<file path="src/include/vldu_consts.svh">
// Vector load unit constants
// Lane organization, field widths and queue depths
`ifndef VLDU_CONSTS_SVH
`define VLDU_CONSTS_SVH

// Lane organization
`define VLDU_NR_LANES 4
// One lane word and one memory beat are the same size
`define VLDU_LANE_BYTES 8
// Full register-file word across all lanes
`define VLDU_WORD_BYTES 32

// Queue depths, both powers of two
`define VLDU_INSN_DEPTH 4
`define VLDU_RESULT_DEPTH 2

// Instruction fields
`define VLDU_VL_WIDTH 10
`define VLDU_ID_WIDTH 3
`define VLDU_VD_WIDTH 5

// Register-file addressing
`define VLDU_ADDR_WIDTH 12
`define VLDU_REG_WORDS 32

`endif

</file>
<file path="src/hw/vldu_pkg.sv">
// Vector load unit types
// Element widths, instruction fields and the per-lane write payload
`default_nettype none
`include "vldu_consts.svh"

package vldu_pkg;

  // Element width, encoded as log2 of the byte count
  typedef enum logic [1:0] {
    EW8  = 2'd0,
    EW16 = 2'd1,
    EW32 = 2'd2,
    EW64 = 2'd3
  } sew_e;

  typedef logic [`VLDU_ID_WIDTH-1:0] vid_t;
  typedef logic [`VLDU_VD_WIDTH-1:0] vreg_t;
  typedef logic [`VLDU_VL_WIDTH-1:0] vl_t;
  // Max vl shifted by max sew needs three extra bits
  typedef logic [`VLDU_VL_WIDTH+2:0] vlen_t;

  typedef logic [`VLDU_LANE_BYTES*8-1:0] lane_data_t;
  typedef logic [`VLDU_LANE_BYTES-1:0] lane_be_t;
  typedef logic [`VLDU_ADDR_WIDTH-1:0] vaddr_t;

  // Load instruction as stored in the queue
  typedef struct packed {
    vid_t  id;
    vreg_t vd;
    vl_t   vl;
    sew_e  sew;
  } ldu_insn_t;

  // Write request payload of one lane
  typedef struct packed {
    vid_t       id;
    vaddr_t     addr;
    lane_data_t data;
    lane_be_t   be;
  } lane_result_t;

  // Bytes moved by one instruction, vl scaled by element size
  function automatic vlen_t insn_bytes(ldu_insn_t insn);
    return vlen_t'(insn.vl) << insn.sew;
  endfunction

endpackage
`default_nettype wire

</file>
<file path="src/hw/vldu_insn_if.sv">
// Issue and commit link of the vector load unit
// Carries the issuing instruction to the packer, the committing
// instruction's id, and the issue/pop events back to the queue
`timescale 1ns/10ps
`default_nettype none

interface vldu_insn_if import vldu_pkg::*; ();

  // Instruction currently issued to the packer
  logic      issue_valid;
  ldu_insn_t issue_insn;

  // Oldest instruction still waiting for its words to drain
  logic commit_valid;
  vid_t commit_id;

  // Pulse when the issuing instruction's last word is pushed
  logic issue_done;
  // Pulse when a word has been granted by every lane
  logic word_popped;

  modport insn_queue (
    output issue_valid,
    output issue_insn,
    output commit_valid,
    output commit_id,
    input  issue_done,
    input  word_popped
  );

  modport packer (
    input  issue_valid,
    input  issue_insn,
    output issue_done
  );

  modport result (
    output word_popped
  );

endinterface
`default_nettype wire

</file>
<file path="src/hw/vldu_insn_queue.sv">
// Vector load instruction queue
// Holds up to four loads between acceptance and commit, tracks the
// remaining commit bytes and raises the registered completion pulse
`timescale 1ns/10ps
`default_nettype none
`include "vldu_consts.svh"

module vldu_insn_queue import vldu_pkg::*; (
  input  wire logic       clk_i,
  input  wire logic       rst_ni,
  // Sequencer request
  input  wire logic       req_valid_i,
  input  wire ldu_insn_t  req_insn_i,
  output logic            req_ready_o,
  // Link to packer and result queue
  vldu_insn_if.insn_queue insn,
  // Completion report
  output logic            load_complete_o,
  output vid_t            done_id_o
);

  localparam int unsigned Depth     = `VLDU_INSN_DEPTH;
  localparam int unsigned PntW      = $clog2(Depth);
  localparam int unsigned WordBytes = `VLDU_WORD_BYTES;

  typedef logic [PntW-1:0] pnt_t;
  typedef logic [PntW:0]   cnt_t;

  //////////////////////////////////////////////////
  // Storage and pointers
  //////////////////////////////////////////////////

  ldu_insn_t insn_q [Depth];

  // Pointers wrap naturally, depth is a power of two
  pnt_t accept_pnt_q;
  pnt_t issue_pnt_q;
  pnt_t commit_pnt_q;
  pnt_t next_commit_pnt;
  // Entries not yet issued, and not yet committed
  cnt_t issue_cnt_q;
  cnt_t commit_cnt_q;

  // Bytes of the committing instruction still in flight
  vlen_t commit_bytes_q;
  vlen_t commit_bytes_d;

  logic accept;
  logic retire;

  // Full once four loads are uncommitted
  assign req_ready_o = (commit_cnt_q != cnt_t'(Depth));
  assign accept      = req_valid_i && req_ready_o;

  assign insn.issue_valid  = (issue_cnt_q != '0);
  assign insn.issue_insn   = insn_q[issue_pnt_q];
  assign insn.commit_valid = (commit_cnt_q != '0);
  assign insn.commit_id    = insn_q[commit_pnt_q].id;

  assign next_commit_pnt = commit_pnt_q + 1'b1;

  //////////////////////////////////////////////////
  // Commit byte counting
  //////////////////////////////////////////////////

  always_comb begin
    commit_bytes_d = commit_bytes_q;
    retire         = 1'b0;

    // One full word leaves per pop, the tail word may be partial
    if (insn.word_popped) begin
      if (commit_bytes_q > vlen_t'(WordBytes)) begin
        commit_bytes_d = commit_bytes_q - vlen_t'(WordBytes);
      end else begin
        commit_bytes_d = '0;
        retire         = insn.commit_valid;
      end
    end

    // Load the byte count of the next instruction to commit
    if (retire && (commit_cnt_q > cnt_t'(1))) begin
      commit_bytes_d = insn_bytes(insn_q[next_commit_pnt]);
    end else if (accept && ((commit_cnt_q == '0) || (retire && commit_cnt_q == cnt_t'(1)))) begin
      // Queue drains empty, the new request is next in line
      commit_bytes_d = insn_bytes(req_insn_i);
    end
  end

  always_ff @(posedge clk_i or negedge rst_ni) begin
    if (!rst_ni) begin
      accept_pnt_q    <= '0;
      issue_pnt_q     <= '0;
      commit_pnt_q    <= '0;
      issue_cnt_q     <= '0;
      commit_cnt_q    <= '0;
      commit_bytes_q  <= '0;
      load_complete_o <= 1'b0;
      done_id_o       <= '0;
    end else begin
      if (accept) begin
        accept_pnt_q <= accept_pnt_q + 1'b1;
      end
      // Last word pushed, move on to the next instruction
      if (insn.issue_done) begin
        issue_pnt_q <= issue_pnt_q + 1'b1;
      end
      if (retire) begin
        commit_pnt_q <= next_commit_pnt;
        done_id_o    <= insn.commit_id;
      end
      issue_cnt_q     <= issue_cnt_q + cnt_t'(accept) - cnt_t'(insn.issue_done);
      commit_cnt_q    <= commit_cnt_q + cnt_t'(accept) - cnt_t'(retire);
      commit_bytes_q  <= commit_bytes_d;
      // Pulse one cycle after the last word's pop
      load_complete_o <= retire;
    end
  end

  // Instruction payload
  always_ff @(posedge clk_i) begin
    if (accept) begin
      insn_q[accept_pnt_q] <= req_insn_i;
    end
  end

endmodule
`default_nettype wire

</file>
<file path="src/hw/vldu_beat_packer.sv">
// Vector load beat packer
// Copies each 64-bit memory beat into the next lane of a register word,
// masks bytes past the instruction end and pushes finished words
`timescale 1ns/10ps
`default_nettype none
`include "vldu_consts.svh"

module vldu_beat_packer import vldu_pkg::*; (
  input  wire logic          clk_i,
  input  wire logic          rst_ni,
  // Memory read beats
  input  wire logic          r_valid_i,
  input  wire lane_data_t    r_data_i,
  output logic               r_ready_o,
  // Issuing instruction
  vldu_insn_if.packer        insn,
  // Word push into the result queue
  input  wire logic          full_i,
  output logic               push_valid_o,
  output lane_result_t [`VLDU_NR_LANES-1:0] push_word_o
);

  localparam int unsigned NrLanes   = `VLDU_NR_LANES;
  localparam int unsigned LaneBytes = `VLDU_LANE_BYTES;
  localparam int unsigned WordBytes = `VLDU_WORD_BYTES;
  // Byte offset fields inside the instruction's byte count
  localparam int unsigned LaneOffW  = $clog2(LaneBytes);
  localparam int unsigned WordOffW  = $clog2(WordBytes);
  localparam int unsigned LanePntW  = WordOffW - LaneOffW;

  //////////////////////////////////////////////////
  // Issue byte count
  //////////////////////////////////////////////////

  // Bytes of the issuing instruction already taken from memory
  vlen_t issue_off_q;
  vlen_t issue_total;
  vlen_t issue_left;

  // Lane filled by the current beat
  logic [LanePntW-1:0] lane_pnt;
  vaddr_t word_idx;
  vaddr_t word_addr;

  logic beat_fire;
  logic last_beat;
  logic last_lane;
  lane_be_t beat_be;

  // Lanes already filled in the word being assembled
  lane_data_t data_q [NrLanes];
  lane_be_t   be_q [NrLanes];

  assign issue_total = insn_bytes(insn.issue_insn);
  assign issue_left  = issue_total - issue_off_q;

  // Sequential fill, so the lane and word index come straight from the offset
  assign lane_pnt  = issue_off_q[WordOffW-1:LaneOffW];
  assign word_idx  = vaddr_t'(issue_off_q >> WordOffW);
  assign word_addr = vaddr_t'(insn.issue_insn.vd * `VLDU_REG_WORDS) + word_idx;

  assign last_beat = (issue_left <= vlen_t'(LaneBytes));
  assign last_lane = (lane_pnt == LanePntW'(NrLanes - 1));

  // Accept beats only with an instruction and room for a word
  assign r_ready_o = insn.issue_valid && !full_i;
  assign beat_fire = r_valid_i && r_ready_o;

  // Word leaves on its last lane or on the instruction's tail
  assign push_valid_o    = beat_fire && (last_lane || last_beat);
  assign insn.issue_done = beat_fire && last_beat;

  // Enable only the bytes still inside the instruction
  always_comb begin
    for (int b = 0; b < LaneBytes; b++) begin
      beat_be[b] = (vlen_t'(b) < issue_left);
    end
  end

  //////////////////////////////////////////////////
  // Word assembly
  //////////////////////////////////////////////////

  always_comb begin
    for (int k = 0; k < NrLanes; k++) begin
      push_word_o[k].id   = insn.issue_insn.id;
      push_word_o[k].addr = word_addr;
      if (k < lane_pnt) begin
        push_word_o[k].data = data_q[k];
        push_word_o[k].be   = be_q[k];
      end else if (k == lane_pnt) begin
        // Current beat goes straight into the pushed word
        push_word_o[k].data = r_data_i;
        push_word_o[k].be   = beat_be;
      end else begin
        // Lanes past the tail carry no enables
        push_word_o[k].data = '0;
        push_word_o[k].be   = '0;
      end
    end
  end

  always_ff @(posedge clk_i or negedge rst_ni) begin
    if (!rst_ni) begin
      issue_off_q <= '0;
    end else if (beat_fire) begin
      // Next instruction starts on a fresh beat at lane 0
      if (last_beat) begin
        issue_off_q <= '0;
      end else begin
        issue_off_q <= issue_off_q + vlen_t'(LaneBytes);
      end
    end
  end

  // Lane payload
  always_ff @(posedge clk_i) begin
    if (beat_fire) begin
      data_q[lane_pnt] <= r_data_i;
      be_q[lane_pnt]   <= beat_be;
    end
  end

endmodule
`default_nettype wire

</file>
<file path="src/hw/vldu_result_queue.sv">
// Vector load result queue
// Two register words waiting for the lanes, each lane drained on its
// own request/grant handshake, the word pops once all lanes are done
`timescale 1ns/10ps
`default_nettype none
`include "vldu_consts.svh"

module vldu_result_queue import vldu_pkg::*; (
  input  wire logic                                clk_i,
  input  wire logic                                rst_ni,
  // Word push from the packer
  input  wire logic                                push_valid_i,
  input  wire lane_result_t [`VLDU_NR_LANES-1:0]  push_word_i,
  output logic                                     full_o,
  // Pop event to the instruction queue
  vldu_insn_if.result                              insn,
  // Lane write ports
  output logic         [`VLDU_NR_LANES-1:0]        result_req_o,
  output vid_t         [`VLDU_NR_LANES-1:0]        result_id_o,
  output vaddr_t       [`VLDU_NR_LANES-1:0]        result_addr_o,
  output lane_data_t   [`VLDU_NR_LANES-1:0]        result_wdata_o,
  output lane_be_t     [`VLDU_NR_LANES-1:0]        result_be_o,
  input  wire logic    [`VLDU_NR_LANES-1:0]        result_gnt_i
);

  localparam int unsigned NrLanes = `VLDU_NR_LANES;
  localparam int unsigned Depth   = `VLDU_RESULT_DEPTH;
  localparam int unsigned PntW    = $clog2(Depth);

  typedef logic [PntW-1:0] pnt_t;
  typedef logic [PntW:0]   cnt_t;

  lane_result_t [NrLanes-1:0] entry_q [Depth];
  // Lanes of each entry still waiting for a grant
  logic [NrLanes-1:0] valid_q [Depth];

  pnt_t wr_pnt_q;
  pnt_t rd_pnt_q;
  cnt_t cnt_q;

  logic pop;
  logic [NrLanes-1:0] gnt;

  assign full_o = (cnt_q == cnt_t'(Depth));

  // Read entry is occupied but every lane has taken its part
  assign pop              = (cnt_q != '0) && (valid_q[rd_pnt_q] == '0);
  assign insn.word_popped = pop;

  // Grants count only for lanes still requesting
  assign gnt = result_gnt_i & valid_q[rd_pnt_q];

  //////////////////////////////////////////////////
  // Lane requests
  //////////////////////////////////////////////////

  always_comb begin
    for (int k = 0; k < NrLanes; k++) begin
      result_req_o[k]   = valid_q[rd_pnt_q][k];
      result_id_o[k]    = entry_q[rd_pnt_q][k].id;
      result_addr_o[k]  = entry_q[rd_pnt_q][k].addr;
      result_wdata_o[k] = entry_q[rd_pnt_q][k].data;
      result_be_o[k]    = entry_q[rd_pnt_q][k].be;
    end
  end

  always_ff @(posedge clk_i or negedge rst_ni) begin
    if (!rst_ni) begin
      for (int e = 0; e < Depth; e++) begin
        valid_q[e] <= '0;
      end
      wr_pnt_q <= '0;
      rd_pnt_q <= '0;
      cnt_q    <= '0;
    end else begin
      for (int e = 0; e < Depth; e++) begin
        // Fresh word requests every lane, grants clear one lane each
        if (push_valid_i && (wr_pnt_q == pnt_t'(e))) begin
          valid_q[e] <= '1;
        end else if (rd_pnt_q == pnt_t'(e)) begin
          valid_q[e] <= valid_q[e] & ~gnt;
        end
      end
      if (push_valid_i) begin
        wr_pnt_q <= wr_pnt_q + 1'b1;
      end
      if (pop) begin
        rd_pnt_q <= rd_pnt_q + 1'b1;
      end
      cnt_q <= cnt_q + cnt_t'(push_valid_i) - cnt_t'(pop);
    end
  end

  // Word payload
  always_ff @(posedge clk_i) begin
    if (push_valid_i) begin
      entry_q[wr_pnt_q] <= push_word_i;
    end
  end

endmodule
`default_nettype wire

</file>
<file path="src/hw/vldu_top.sv">
// Vector load unit top level
// Instruction queue, beat packer and result queue between the
// sequencer, the memory read channel and the lane write ports
`timescale 1ns/10ps
`default_nettype none
`include "vldu_consts.svh"

module vldu_top import vldu_pkg::*; (
  input  wire logic                               clk_i,
  input  wire logic                               rst_ni,
  // Sequencer request
  input  wire logic                               req_valid_i,
  output logic                                    req_ready_o,
  input  wire vid_t                               req_id_i,
  input  wire vreg_t                              req_vd_i,
  input  wire vl_t                                req_vl_i,
  input  wire sew_e                               req_sew_i,
  // Memory read beats
  input  wire logic                               r_valid_i,
  input  wire lane_data_t                         r_data_i,
  output logic                                    r_ready_o,
  // Lane write ports
  output logic        [`VLDU_NR_LANES-1:0]        result_req_o,
  output vid_t        [`VLDU_NR_LANES-1:0]        result_id_o,
  output vaddr_t      [`VLDU_NR_LANES-1:0]        result_addr_o,
  output lane_data_t  [`VLDU_NR_LANES-1:0]        result_wdata_o,
  output lane_be_t    [`VLDU_NR_LANES-1:0]        result_be_o,
  input  wire logic   [`VLDU_NR_LANES-1:0]        result_gnt_i,
  // Completion report
  output logic                                    load_complete_o,
  output vid_t                                    done_id_o
);

  ldu_insn_t req_insn;
  logic      push_valid;
  logic      full;
  lane_result_t [`VLDU_NR_LANES-1:0] push_word;

  vldu_insn_if insn_if ();

  // Request fields as one queue entry
  assign req_insn = '{id: req_id_i, vd: req_vd_i, vl: req_vl_i, sew: req_sew_i};

  //////////////////////////////////////////////////
  // Blocks
  //////////////////////////////////////////////////

  vldu_insn_queue insn_queue_i (
    .clk_i           (clk_i),
    .rst_ni          (rst_ni),
    .req_valid_i     (req_valid_i),
    .req_insn_i      (req_insn),
    .req_ready_o     (req_ready_o),
    .insn            (insn_if.insn_queue),
    .load_complete_o (load_complete_o),
    .done_id_o       (done_id_o)
  );

  vldu_beat_packer beat_packer_i (
    .clk_i        (clk_i),
    .rst_ni       (rst_ni),
    .r_valid_i    (r_valid_i),
    .r_data_i     (r_data_i),
    .r_ready_o    (r_ready_o),
    .insn         (insn_if.packer),
    .full_i       (full),
    .push_valid_o (push_valid),
    .push_word_o  (push_word)
  );

  vldu_result_queue result_queue_i (
    .clk_i          (clk_i),
    .rst_ni         (rst_ni),
    .push_valid_i   (push_valid),
    .push_word_i    (push_word),
    .full_o         (full),
    .insn           (insn_if.result),
    .result_req_o   (result_req_o),
    .result_id_o    (result_id_o),
    .result_addr_o  (result_addr_o),
    .result_wdata_o (result_wdata_o),
    .result_be_o    (result_be_o),
    .result_gnt_i   (result_gnt_i)
  );

endmodule
`default_nettype wire

</file>
<file path="config.mk">
export PLATFORM = sky130hd
export DESIGN_NAME = vldu_top
export DESIGN_NICKNAME = d
export VERILOG_FILES = /design/src/hw/vldu_pkg.sv /design/src/hw/vldu_insn_if.sv /design/src/hw/vldu_insn_queue.sv /design/src/hw/vldu_beat_packer.sv /design/src/hw/vldu_result_queue.sv /design/src/hw/vldu_top.sv
export VERILOG_INCLUDE_DIRS = /design/src /design/src/include
export SDC_FILE = /design/constraint.sdc
export NUM_CORES = 1
export LEC_CHECK = 0
export ABC_AREA = 0
export BUFFER_PORTS_ARGS = -buffer_cell sky130_fd_sc_hd__buf_2
export CAP_MARGIN = 20
export CORE_MARGIN = 2
export CORE_UTILIZATION = 40
export DETAILED_ROUTE_END_ITERATION = 8
export SLEW_MARGIN = 10
export SYNTH_ARGS = -nofsm -noshare
export SYNTH_HDL_FRONTEND = slang
export SYNTH_HIERARCHICAL = 1
export SYNTH_SLANG_ARGS = --single-unit
</file>
<file path="constraint.sdc">
create_clock -name clk_i -period 12.8 [get_ports clk_i]
set_clock_uncertainty 0.15 [all_clocks]
set_input_delay 3.2 -clock clk_i [delete_from_list [all_inputs] [get_ports clk_i]]
set_output_delay 3.2 -clock clk_i [all_outputs]
set_load 0.005 [all_outputs]
</file>
* Yosys cells after proc, flatten, opt, wreduce, memory -nomap -nowiden *
Memories as Yosys holds them, arrays and structs flattened. A register that Yosys moved wholly into a read port is not among the register bits.
Cells that the tools add are included.

word-level totals
  register bits = 51
  memories kept = 4
  input bits = 92
  memory bits (writable) = 1,056

memory list
  name                    depth  bits a word  read ports  clocked after memory_dff  write ports  RTL line                 RTL
  result_queue_i.entry_q  2      344          1           0                         1            vldu_result_queue.sv:33  lane_result_t [NrLanes-1:0] entry_q [Depth];
  beat_packer_i.data_q    4      64           3           0                         1            vldu_beat_packer.sv:51   lane_data_t data_q [NrLanes];
  insn_queue_i.insn_q     4      20           3           1                         1            vldu_insn_queue.sv:33    ldu_insn_t insn_q [Depth];
  beat_packer_i.be_q      4      8            3           0                         1            vldu_beat_packer.sv:52   lane_be_t be_q [NrLanes];

operators by class
  bitwise logic cells = 6
  reduce and logical (&&, ||, !) cells = 23
  order comparisons = 15
  shifts and indexed selects = 3
  add/sub/neg operators = 15
  mux-type cells = 27
  equality and inequality tests = 8

operator list
  cell                   count
  $mux 72                7
  $mux 13                5
  $lt 3x13->1 const A    4
  $shl 10x2->13          3
  $mux 4                 7
  $lt 1x13->1 const A    2
  $lt 2x13->1 const A    2
  $add 13x4->13 const B  1
  $gt 13x6->1 const B    1
  $le 13x4->1 const B    1
  $sub 13x13->13         1
  $sub 13x6->13 const B  1
  $and 4x4->4            3
  $add 10x8->11          1
  $logic_and 1x1->1      11
  $reduce_bool 3->1      3
  $mux 1                 8
  $add 2x1->2 const B    3
  $add 3x1->3            2
  $sub 3x1->3            2
  $eq 2x2->1 const A     2
  $eq 2x2->1 const B     2
  $logic_not 4->1        1
  $lt 1x2->1 const A     2
  18 further kinds       22

* Logic depth before layout (Yosys ltp) *
Gate-level depths: netlist of the first run.

  depth after elaboration = 12
  mapped depth = 23
  mapped depth without buffers = 19

* Hierarchy *
Netlist of the first run, hierarchy kept.

modules (own cells, without submodules)
  module             area an instance (um^2)  cells an instance  instances
  vldu_result_queue  26,984.6                 1,144              1
  vldu_beat_packer   11,984.0                 1,140              1
  vldu_insn_queue    5,586.6                  364                1

* Worst setup path before layout of the first run *
OpenSTA, ideal clock, no wires.

  path kind = register to register
  start point = register insn_queue_i.issue_pnt_q[0]
  end point = memory result_queue_i/entry_q[0][0] (netlist name), enable pin
  stages on the path, launching flop included = 17
  period minus slack after synthesis = 11,912 ps
  library setup time = 696 ps
  data required time = 11,954 ps
  slack = 888 ps
  arrival = 11,066 ps
  cells stage by stage = dfrtp_1 -> buf_2 -> clkbuf_1 -> mux4_2 -> mux4_2 -> ha_1 -> and2_1 -> buf_2 -> a21oi_2 -> o2111ai_1 -> a221o_1 -> a2111oi_4 -> nor3b_2 -> o21ai_0 -> inv_1 -> nand2b_1 -> inv_1

RTL lines
  item                    RTL line                 RTL
  from (decl)             vldu_insn_queue.sv:37    pnt_t issue_pnt_q;
  from (signal assigned)  vldu_insn_queue.sv:105   issue_pnt_q <= issue_pnt_q + 1'b1;
  to (decl)               vldu_result_queue.sv:33

==> impl_metrics.toml, run 1 <==
[power]
total_switching_power_mw = 3.65
p_per_area_nw_per_um2 = 223
cell_internal_pwr_mw = 7.75
p_sw_share_pct = 32.0
p_clk_share_pct = 26.2
static-leakage-power_nw = 18.4
finalPower_mw = 11.4
seq_power_share_pct = 41.6
power_frac_comb_pct = 32.2
peakVddDrop_mv = 0.171

[clock_network]
cts-buffers-inserted = 110
clockRootBuffer = "sky130_fd_sc_hd__clkbuf_16"
htree_levels = 3
register_clock_pin_slew_on_the_reported_worst_setup_and_hold_paths_ns = 0.06
post_cts_setup_repair_bufs = 0
clock_tree.buffer_depth = 3
clock_sinks = 1043
clock_insertion_delay_worst_skew_ns = 0.69
cts_repair_resize_count = 0
tritoncts = "built"
cts_hold_buf = 0

[floorplan]
die_h_um = 338
core-area_um2 = 111000
num_io_pins = 450
floorplan.die.width_um = 338
floorplan.initialDensity_pct = 40.3
die_area_um2 = 114000
std_cell_rows = 122

[worst_setup_path]
worst_path_largest_cell_delay_ns = 0.94
timing.critical_path.fanout_max = 57
register_to_register_path_depth = 17
critPathSlowestCell = "sky130_fd_sc_hd__buf_4"
arrival_time_of_the_worst_setup_path_ns = 3.78
worst_setup_start_kind = "flip-flop"
r2r_setup_slack_ns = 5.73
reg2reg_from = "insn_queue_i/issue_pnt_q[1]$_DFFE_PN0P_"
setup.worst_path.end_class = "primary output"
crit_path_cell_trace = "buf_4 > buf_4 > mux2_2 > buf_2"
worst_path_most_repeated_cell = "sky130_fd_sc_hd__buf_4"
worstReg2RegEnd = "result_queue_i/entry_q[1][308]$_DFFE_PP_"
cp_data_required_time_ns = 9.45
setup.worst_path.class = "flip-flop to primary output"

[detailed_routing]
drt_iter0_markers = 1721
dr.pass1.iters = 5
drc = 0
drtAntennaViolNets = 0
num_vias = 23300
avgViaCountPerCell = 5.04
route.final.wire_length_mm = 102
wl_per_cell_um = 22.0

[worst_hold_path]
min_path_type = "flip-flop to flip-flop"
min-delay-start = "insn_queue_i/issue_cnt_q[2]$_DFF_PN0_"
hold_path_depth = 1
timing.hold.worst_endpoint = "insn_queue_i/issue_cnt_q[2]$_DFF_PN0_"

[grt]
grt_pass1_vias = 22900
busiest_layer = "met2"
grt.total_usage_pct = 17.4
grt_use_met3_pct = 3.66
grt_first_pass_wirelength_mm = 148
grt_max_degree = 218
global_route.usage.met1_pct = 23.6
grt_overflow = 0
initial_antenna_violation_count = 5
global_route_met2_utilization_pct = 28.5

[logic_synthesis]
syn_inst = 2648
yosys.cell_types.count = 83
netlist_area_um2 = 44600
ys_ff_latch = 1043
synth_enable_flop_cells = 992
synth_area_per_cell_um2 = 16.8
yosys_warnings = 6
synth_sequential_area_ratio_pct = 69.7
async_reset_ff_share_pct = 4.89
postSynth.topFlopCell = "sky130_fd_sc_hd__edfxtp_1"

[run_status]
outcome = "finished, final reports clean"

[timing]
timing_worst_slew_pin_value_ns = 1.16
timing.final.max_slew_violations = 0
fmax_ghz = 0.140
fin_tns_setup_ns = 0
fin_crit_sh_pct = 55.7
setup-violations-final = 0
maxSlewHeadroom_pct = 22.6
finalCriticalPeriod_ns = 7.13
hold_viol = 0
grt_setup_unrepaired = "no"

[final_layout]
num-nets-final = 3178
antenna_cells_inserted = 0
final_layout_size_suffix_gt1_share_pct = 35.6
seqCellArea_um2 = 31100
nFillCells = 9669
synthToLayoutAreaGrowth_pct = 14.5
multi_input_area_um2 = 11900

[placement]
place.port_buffers = 449
gp_routability_congestion = 0.815
half_perimeter_wire_length_after_placement_mm = 61.2

[job]
maxCapViolCount = 0
[placed cells by master, fill, tap and decap left out, types with 21 or more instances in the layout]
master / count
sky130_fd_sc_hd__o21ai_0: 163
sky130_fd_sc_hd__clkbuf_16: 111
sky130_fd_sc_hd__mux2_4: 254
sky130_fd_sc_hd__nand2_1: 323
sky130_fd_sc_hd__nor2_1: 37
sky130_fd_sc_hd__mux2_2: 172
sky130_fd_sc_hd__mux4_2: 35
sky130_fd_sc_hd__clkbuf_1: 26
sky130_fd_sc_hd__edfxtp_1: 992
sky130_fd_sc_hd__dfrtp_1: 49
sky130_fd_sc_hd__ha_1: 28
sky130_fd_sc_hd__a21oi_1: 34
sky130_fd_sc_hd__buf_2: 449
sky130_fd_sc_hd__inv_1: 41
sky130_fd_sc_hd__and2_1: 75
sky130_fd_sc_hd__clkinv_1: 27
sky130_fd_sc_hd__mux2i_1: 21
[flip-flops by register name, indices dropped and copies added (netlist names)]
register / flops
insn_queue_i/issue_cnt_q: 3
result_queue_i/cnt_q: 2
beat_packer_i/be_q: 24
insn_queue_i/load_complete_o: 1
insn_queue_i/commit_bytes_q: 13
insn_queue_i/commit_pnt_q: 2
beat_packer_i/issue_off_q: 10
beat_packer_i/data_q: 192
result_queue_i/entry_q: 696
insn_queue_i/commit_cnt_q: 3
result_queue_i/rd_pnt_q: 1
insn_queue_i/insn_q: 80
insn_queue_i/accept_pnt_q: 2
result_queue_i/valid_q: 8
insn_queue_i/done_id_o: 3
result_queue_i/wr_pnt_q: 1
insn_queue_i/issue_pnt_q: 2
[critical path, delay by kind of cell, from the launching register on]
kind,cells,cell delay (ns)
buffers and inverters,3,1.82
DFF,1,0.72
muxes,1,0.45
[cells in the mapped netlist, types with 6 or more instances]
cell type | count | area (um2)
sky130_fd_sc_hd__and3_1 | 8 | 50.1
sky130_fd_sc_hd__o21ai_0 | 163 | 816
sky130_fd_sc_hd__mux4_2 | 35 | 788
sky130_fd_sc_hd__mux2_2 | 172 | 1940
sky130_fd_sc_hd__buf_6 | 8 | 90.1
sky130_fd_sc_hd__mux2i_1 | 21 | 210
sky130_fd_sc_hd__mux2_4 | 254 | 3810
sky130_fd_sc_hd__nor2_1 | 39 | 146
sky130_fd_sc_hd__buf_12 | 22 | 440
sky130_fd_sc_hd__and2_1 | 75 | 469
sky130_fd_sc_hd__nand2b_1 | 6 | 37.5
sky130_fd_sc_hd__inv_1 | 43 | 161
sky130_fd_sc_hd__edfxtp_1 | 992 | 29800
sky130_fd_sc_hd__nor2b_1 | 14 | 87.6
sky130_fd_sc_hd__o31ai_1 | 17 | 128
sky130_fd_sc_hd__a21oi_1 | 34 | 170
sky130_fd_sc_hd__mux2_1 | 6 | 67.6
sky130_fd_sc_hd__o221ai_1 | 6 | 52.6
sky130_fd_sc_hd__a22oi_1 | 6 | 45.0
sky130_fd_sc_hd__buf_2 | 11 | 55.1
sky130_fd_sc_hd__nand3_1 | 16 | 80.1
sky130_fd_sc_hd__buf_1 | 13 | 48.8
sky130_fd_sc_hd__a21o_1 | 6 | 45.0
sky130_fd_sc_hd__ha_1 | 32 | 400
sky130_fd_sc_hd__nand2_1 | 323 | 1210
sky130_fd_sc_hd__clkbuf_1 | 61 | 229
sky130_fd_sc_hd__nor3_1 | 13 | 65.1
sky130_fd_sc_hd__dfrtp_1 | 51 | 1280
sky130_fd_sc_hd__buf_4 | 65 | 488
sky130_fd_sc_hd__buf_8 | 7 | 105
sky130_fd_sc_hd__xnor2_1 | 18 | 158
[worst max-delay path by stage]
stage,start,endpoint,depth (start not counted)
CTS,result_queue_i/rd_pnt_q$_DFFE_PN0P_,result_wdata_o[60],4
detailed placement,insn_queue_i/issue_pnt_q[1]$_DFFE_PN0P_,result_queue_i/entry_q[1][291]$_DFFE_PP_,17
global placement,insn_queue_i/issue_pnt_q[1]$_DFFE_PN0P_,result_queue_i/entry_q[1][284]$_DFFE_PP_,17
floorplan,insn_queue_i/issue_pnt_q[0]$_DFFE_PN0P_,result_queue_i/entry_q[0][0]$_DFFE_PP_,16
global route,insn_queue_i/issue_pnt_q[1]$_DFFE_PN0P_,result_queue_i/entry_q[1][292]$_DFFE_PP_,17
finish,result_queue_i/rd_pnt_q$_DFFE_PN0P_,result_wdata_o[60],4
[power by group through the flow]
stage	Combinational, mW	Clock, mW	Sequential (mW)
after detailed placement	3.71	0	4.82
final	3.67	2.99	4.74
after floorplan	2.75	0	4.78
after CTS	3.73	3.08	4.75
after global placement	3.69	0	4.80
after global routing	4.02	3.20	4.79
[cell type report]
cell class,count,area share [%]
sequential,1043,60.9
multi-input combinational,1376,23.4
clock buffer,140,5.72
timing repair buffer,474,4.99
tap,1488,3.65
clock inverter,60,0.927
inverter,46,0.368
[per-stage QoR]
step | std cells | instance area, um2 | worst slack (ns) | utilization [%] | hold WS (ns)
6_report | 4627 | 51000 | 5.67 | 46.1 | 0.320
5_1_grt | 4627 | 51000 | 5.19 | 46.1 | 0.342
4_1_cts | 4624 | 50900 | 5.58 | 46.1 | 0.319
3_5_place_dp | 4424 | 47600 | 5.66 | 43.0 | 0.308
3_3_place_gp | 4424 | 47600 | 5.78 | 43.0 | 0.310
2_1_floorplan | 2652 | 44600 | 0.888 | - | 0.289
[logic make-up (layout without fill, tap and decap cells)]
family	after synthesis	after routing	synth area share [%]
other	2	6	0.0169
adders and majority gates	35	35	1.03
buffers and inverters	233	720	3.66
and+or+nand+nor	539	539	5.77
AOI/OAI and AO/OA	280	280	3.79
muxes	493	493	15.6
xor gates and xnor gates	23	23	0.452
DFF	1043	1043	69.7
[layer usage]
layer	share of wire, %	wire, um
met5	0.031	32
met1	43	44000
met4	2.4	2430
met2	48	49100
met3	6.0	6080
No activity file was read; power rests on OpenSTA's default activity.
==> run 2: changes to the inputs <==
Clock period 12.8 ns to 7.1 ns, I/O delays scaled along.
==> run 2 against run 1 <==
Effect of this change: design area increased by 0.66%; combinational power up 84%; critical path type is now flip-flop to flip-flop; total power increased by 81%; critical endpoint is now insn_queue_i/issue_cnt_q[2]$_DFF_PN0_; non-clock buffer count is 17 higher; final cell count up 0.41%; sequential power increased by 79%; largest cell class unchanged.
==> impl_metrics.toml, run 2 (synthesis results as in run 1) <==
[timing]
finalCriticalPeriod_ns = 6.04
setup_slack_ns = 1.06
hold_viol = 0
timing_worst_slew_pin_value_ns = 1.12
fin_crit_sh_pct = 85.1
fmax_ghz = 0.166
maxSlewHeadroom_pct = 25.6
timing.final.max_slew_violations = 0
setup-violations-final = 0
grt_setup_unrepaired = "no"

[worst_hold_path]
min_path_type = "flip-flop to flip-flop"
timing.hold.worst_endpoint = "insn_queue_i/issue_cnt_q[2]$_DFF_PN0_"
min-delay-start = "insn_queue_i/issue_cnt_q[2]$_DFF_PN0_"
hold_path_depth = 1

[worst_setup_path]
cp.buffers_inverters = 2
register_to_register_path_depth = 19
timing.critical_path.fanout_max = 18
worst_path_most_repeated_cell = "sky130_fd_sc_hd__ha_1"
setup.worst_path.end_class = "flip-flop"
critPathSlowestCell = "sky130_fd_sc_hd__mux4_2"
worst_setup_start_kind = "flip-flop"
reg2reg_from = "insn_queue_i/issue_pnt_q[1]$_DFFE_PN0P_"
crit_path_cell_trace = "mux4_2 > mux2_2 > nor2_1 > a21oi_1 > ha_1 > and3b_1 > a2111oi_4 > o21ai_1 > and3_1 > a2111oi_4 > nor3b_4 > and2_1 > ha_1 > inv_1 > ha_1 > inv_1 > fa_1 > xnor2_1 > xnor2_1"
setup.worst_path.class = "flip-flop to flip-flop"
r2r_setup_slack_ns = 1.06
cp_data_required_time_ns = 7.55
worst_path_largest_cell_delay_ns = 0.77
cpLargestDelayFamily = "simple AND/OR/NAND/NOR gates"
worstReg2RegEnd = "insn_queue_i/issue_cnt_q[2]$_DFF_PN0_"
arrival_time_of_the_worst_setup_path_ns = 6.49

[detailed_routing]
route.final.wire_length_mm = 102
drtAntennaViolNets = 0
num_vias = 23400
avgViaCountPerCell = 5.04
wl_per_cell_um = 21.9
dr.pass1.iters = 7
drt_iter0_markers = 1837
drc = 0

[final_layout]
largestRegisters = "result_queue_i/entry_q (696), beat_packer_i/data_q (192), insn_queue_i/insn_q (80)"
commonest_non_fill_non_tap_cell_in_the_layout = "sky130_fd_sc_hd__edfxtp_1"
final_layout_size_suffix_gt1_share_pct = 36.3
flip_flop_count_of_the_largest_register_all_copies_and_words_added = 696
multi_input_area_um2 = 12000
largest-register = "result_queue_i/entry_q"
finalInstanceArea_um2 = 51300
num-nets-final = 3192
seqCellArea_um2 = 31100
synthToLayoutAreaGrowth_pct = 15.2
nFillCells = 9659
layout.cells.most_common_list = "sky130_fd_sc_hd__edfxtp_1 (992), sky130_fd_sc_hd__buf_2 (449), sky130_fd_sc_hd__nand2_1 (322)"

[placement]
place.port_buffers = 449
preCtsSetupSlack_ns = 0.996
gp_routability_congestion = 0.800
placed_area_um2 = 47900
half_perimeter_wire_length_after_placement_mm = 63.8

[floorplan]
std_cell_rows = 122
die_area_um2 = 114000
floorplan.initialDensity_pct = 40.3
floorplan.die.width_um = 338
core-area_um2 = 111000
num_io_pins = 450
die_h_um = 338

[grt]
grt.total_usage_pct = 17.4
grt_max_degree = 133
grt_first_pass_wirelength_mm = 148
grt_overflow = 0
initial_antenna_violation_count = 11
grt_pass1_vias = 22800

[power]
peakVddDrop_mv = 0.341
total_switching_power_mw = 6.61
finalPower_mw = 20.7
p_per_area_nw_per_um2 = 403
p_sw_share_pct = 32.0
power_frac_comb_pct = 32.7
seq_power_share_pct = 41.1
p_clk_share_pct = 26.1
cell_internal_pwr_mw = 14.1
static-leakage-power_nw = 18.6

[clock_network]
tritoncts = "built"
clock_sinks = 1043
cts-buffers-inserted = 107
htree_levels = 3
cts_repair_resize_count = 0
register_clock_pin_slew_on_the_reported_worst_setup_and_hold_paths_ns = 0.06
clockRootBuffer = "sky130_fd_sc_hd__clkbuf_16"
cts_hold_buf = 0
clock_tree.buffer_depth = 3
post_cts_setup_repair_bufs = 0
clock_insertion_delay_worst_skew_ns = 0.68

[run_status]
outcome = "finished, final reports clean"

[job]
maxCapViolCount = 0
[run 2: cell count changes in the layout (fill, tap and decap cells not counted), sizes merged]
cell      previous run  this run
clkbuf             140       134
clkinvlp             3         6
buf                474       491
inv                 50        44
clkinv              49        56
diode                0         2
bufinv               4         6
[run 2: layout make-up]
class,instances,share of cell area (%)
sequential,1043,60.5
multi-input combinational,1376,23.4
clock buffer,134,5.53
timing repair buffer,491,5.49
tap,1488,3.63
clock inverter,66,1.05
inverter,46,0.358
antenna,2,0.00975
[run 2: worst max-delay path by stage]
| stage | startpoint | cells past startpoint | slack (ns) | to |
|---|---|---|---|---|
| 5_1_grt | insn_queue_i/issue_pnt_q[1]$_DFFE_PN0P_ | 19 | 0.58 | insn_queue_i/issue_cnt_q[2]$_DFF_PN0_ |
| 3_3_place_gp | insn_queue_i/issue_pnt_q[1]$_DFFE_PN0P_ | 19 | 1.03 | insn_queue_i/issue_cnt_q[2]$_DFF_PN0_ |
| 2_1_floorplan | insn_queue_i/issue_pnt_q[1]$_DFFE_PN0P_ | 16 | -2.19 | result_queue_i/entry_q[0][0]$_DFFE_PP_ |
| 3_5_place_dp | insn_queue_i/issue_pnt_q[1]$_DFFE_PN0P_ | 19 | 1.0 | insn_queue_i/issue_cnt_q[2]$_DFF_PN0_ |
| 4_1_cts | insn_queue_i/issue_pnt_q[1]$_DFFE_PN0P_ | 19 | 0.98 | insn_queue_i/issue_cnt_q[2]$_DFF_PN0_ |
| 6_report | insn_queue_i/issue_pnt_q[1]$_DFFE_PN0P_ | 19 | 1.06 | insn_queue_i/issue_cnt_q[2]$_DFF_PN0_ |
[run 2: power groups by stage]
stage / sequential [mW] / clock (mW) / combinational (mW)
floorplan: 8.57 / 0 / 5.03
global placement: 8.61 / 0 / 6.78
detailed placement: 8.64 / 0 / 6.84
CTS: 8.52 / 5.54 / 6.87
global route: 8.58 / 5.79 / 7.39
finish: 8.50 / 5.40 / 6.76
[run 2: through the flow]
step,utilization [%],hold slack (ns),instances,TNS [ns]
2_1_floorplan,-,0.289,2652,-1517.63
3_3_place_gp,43.3,0.313,4440,0
3_5_place_dp,43.3,0.316,4441,0
4_1_cts,46.4,0.329,4641,0
5_1_grt,46.5,0.356,4646,0
6_report,46.5,0.329,4646,0
[run 2: worst reg2reg max path: stages, from the launching register on]
cell and delay [ns]:
sky130_fd_sc_hd__dfrtp_1 0.68, sky130_fd_sc_hd__mux4_2 0.77, sky130_fd_sc_hd__mux2_2 0.35, sky130_fd_sc_hd__nor2_1 0.08, sky130_fd_sc_hd__a21oi_1 0.07, sky130_fd_sc_hd__ha_1 0.38
sky130_fd_sc_hd__and3b_1 0.24, sky130_fd_sc_hd__a2111oi_4 0.48, sky130_fd_sc_hd__o21ai_1 0.16, sky130_fd_sc_hd__and3_1 0.19, sky130_fd_sc_hd__a2111oi_4 0.35, sky130_fd_sc_hd__nor3b_4 0.44
sky130_fd_sc_hd__and2_1 0.42, sky130_fd_sc_hd__ha_1 0.30, sky130_fd_sc_hd__inv_1 0.06, sky130_fd_sc_hd__ha_1 0.13, sky130_fd_sc_hd__inv_1 0.05, sky130_fd_sc_hd__fa_1 0.37
sky130_fd_sc_hd__xnor2_1 0.18, sky130_fd_sc_hd__xnor2_1 0.13
[run 2: per-layer routing]
metal / wire, um / track usage (%) / vias to the layer above
met5: 88 / 0 / -
met4: 1940 / 4.38 / 14
li1: - / - / 10800
met2: 49200 / 28.6 / 664
met3: 6810 / 4.25 / 138
met1: 44000 / 23.2 / 11800
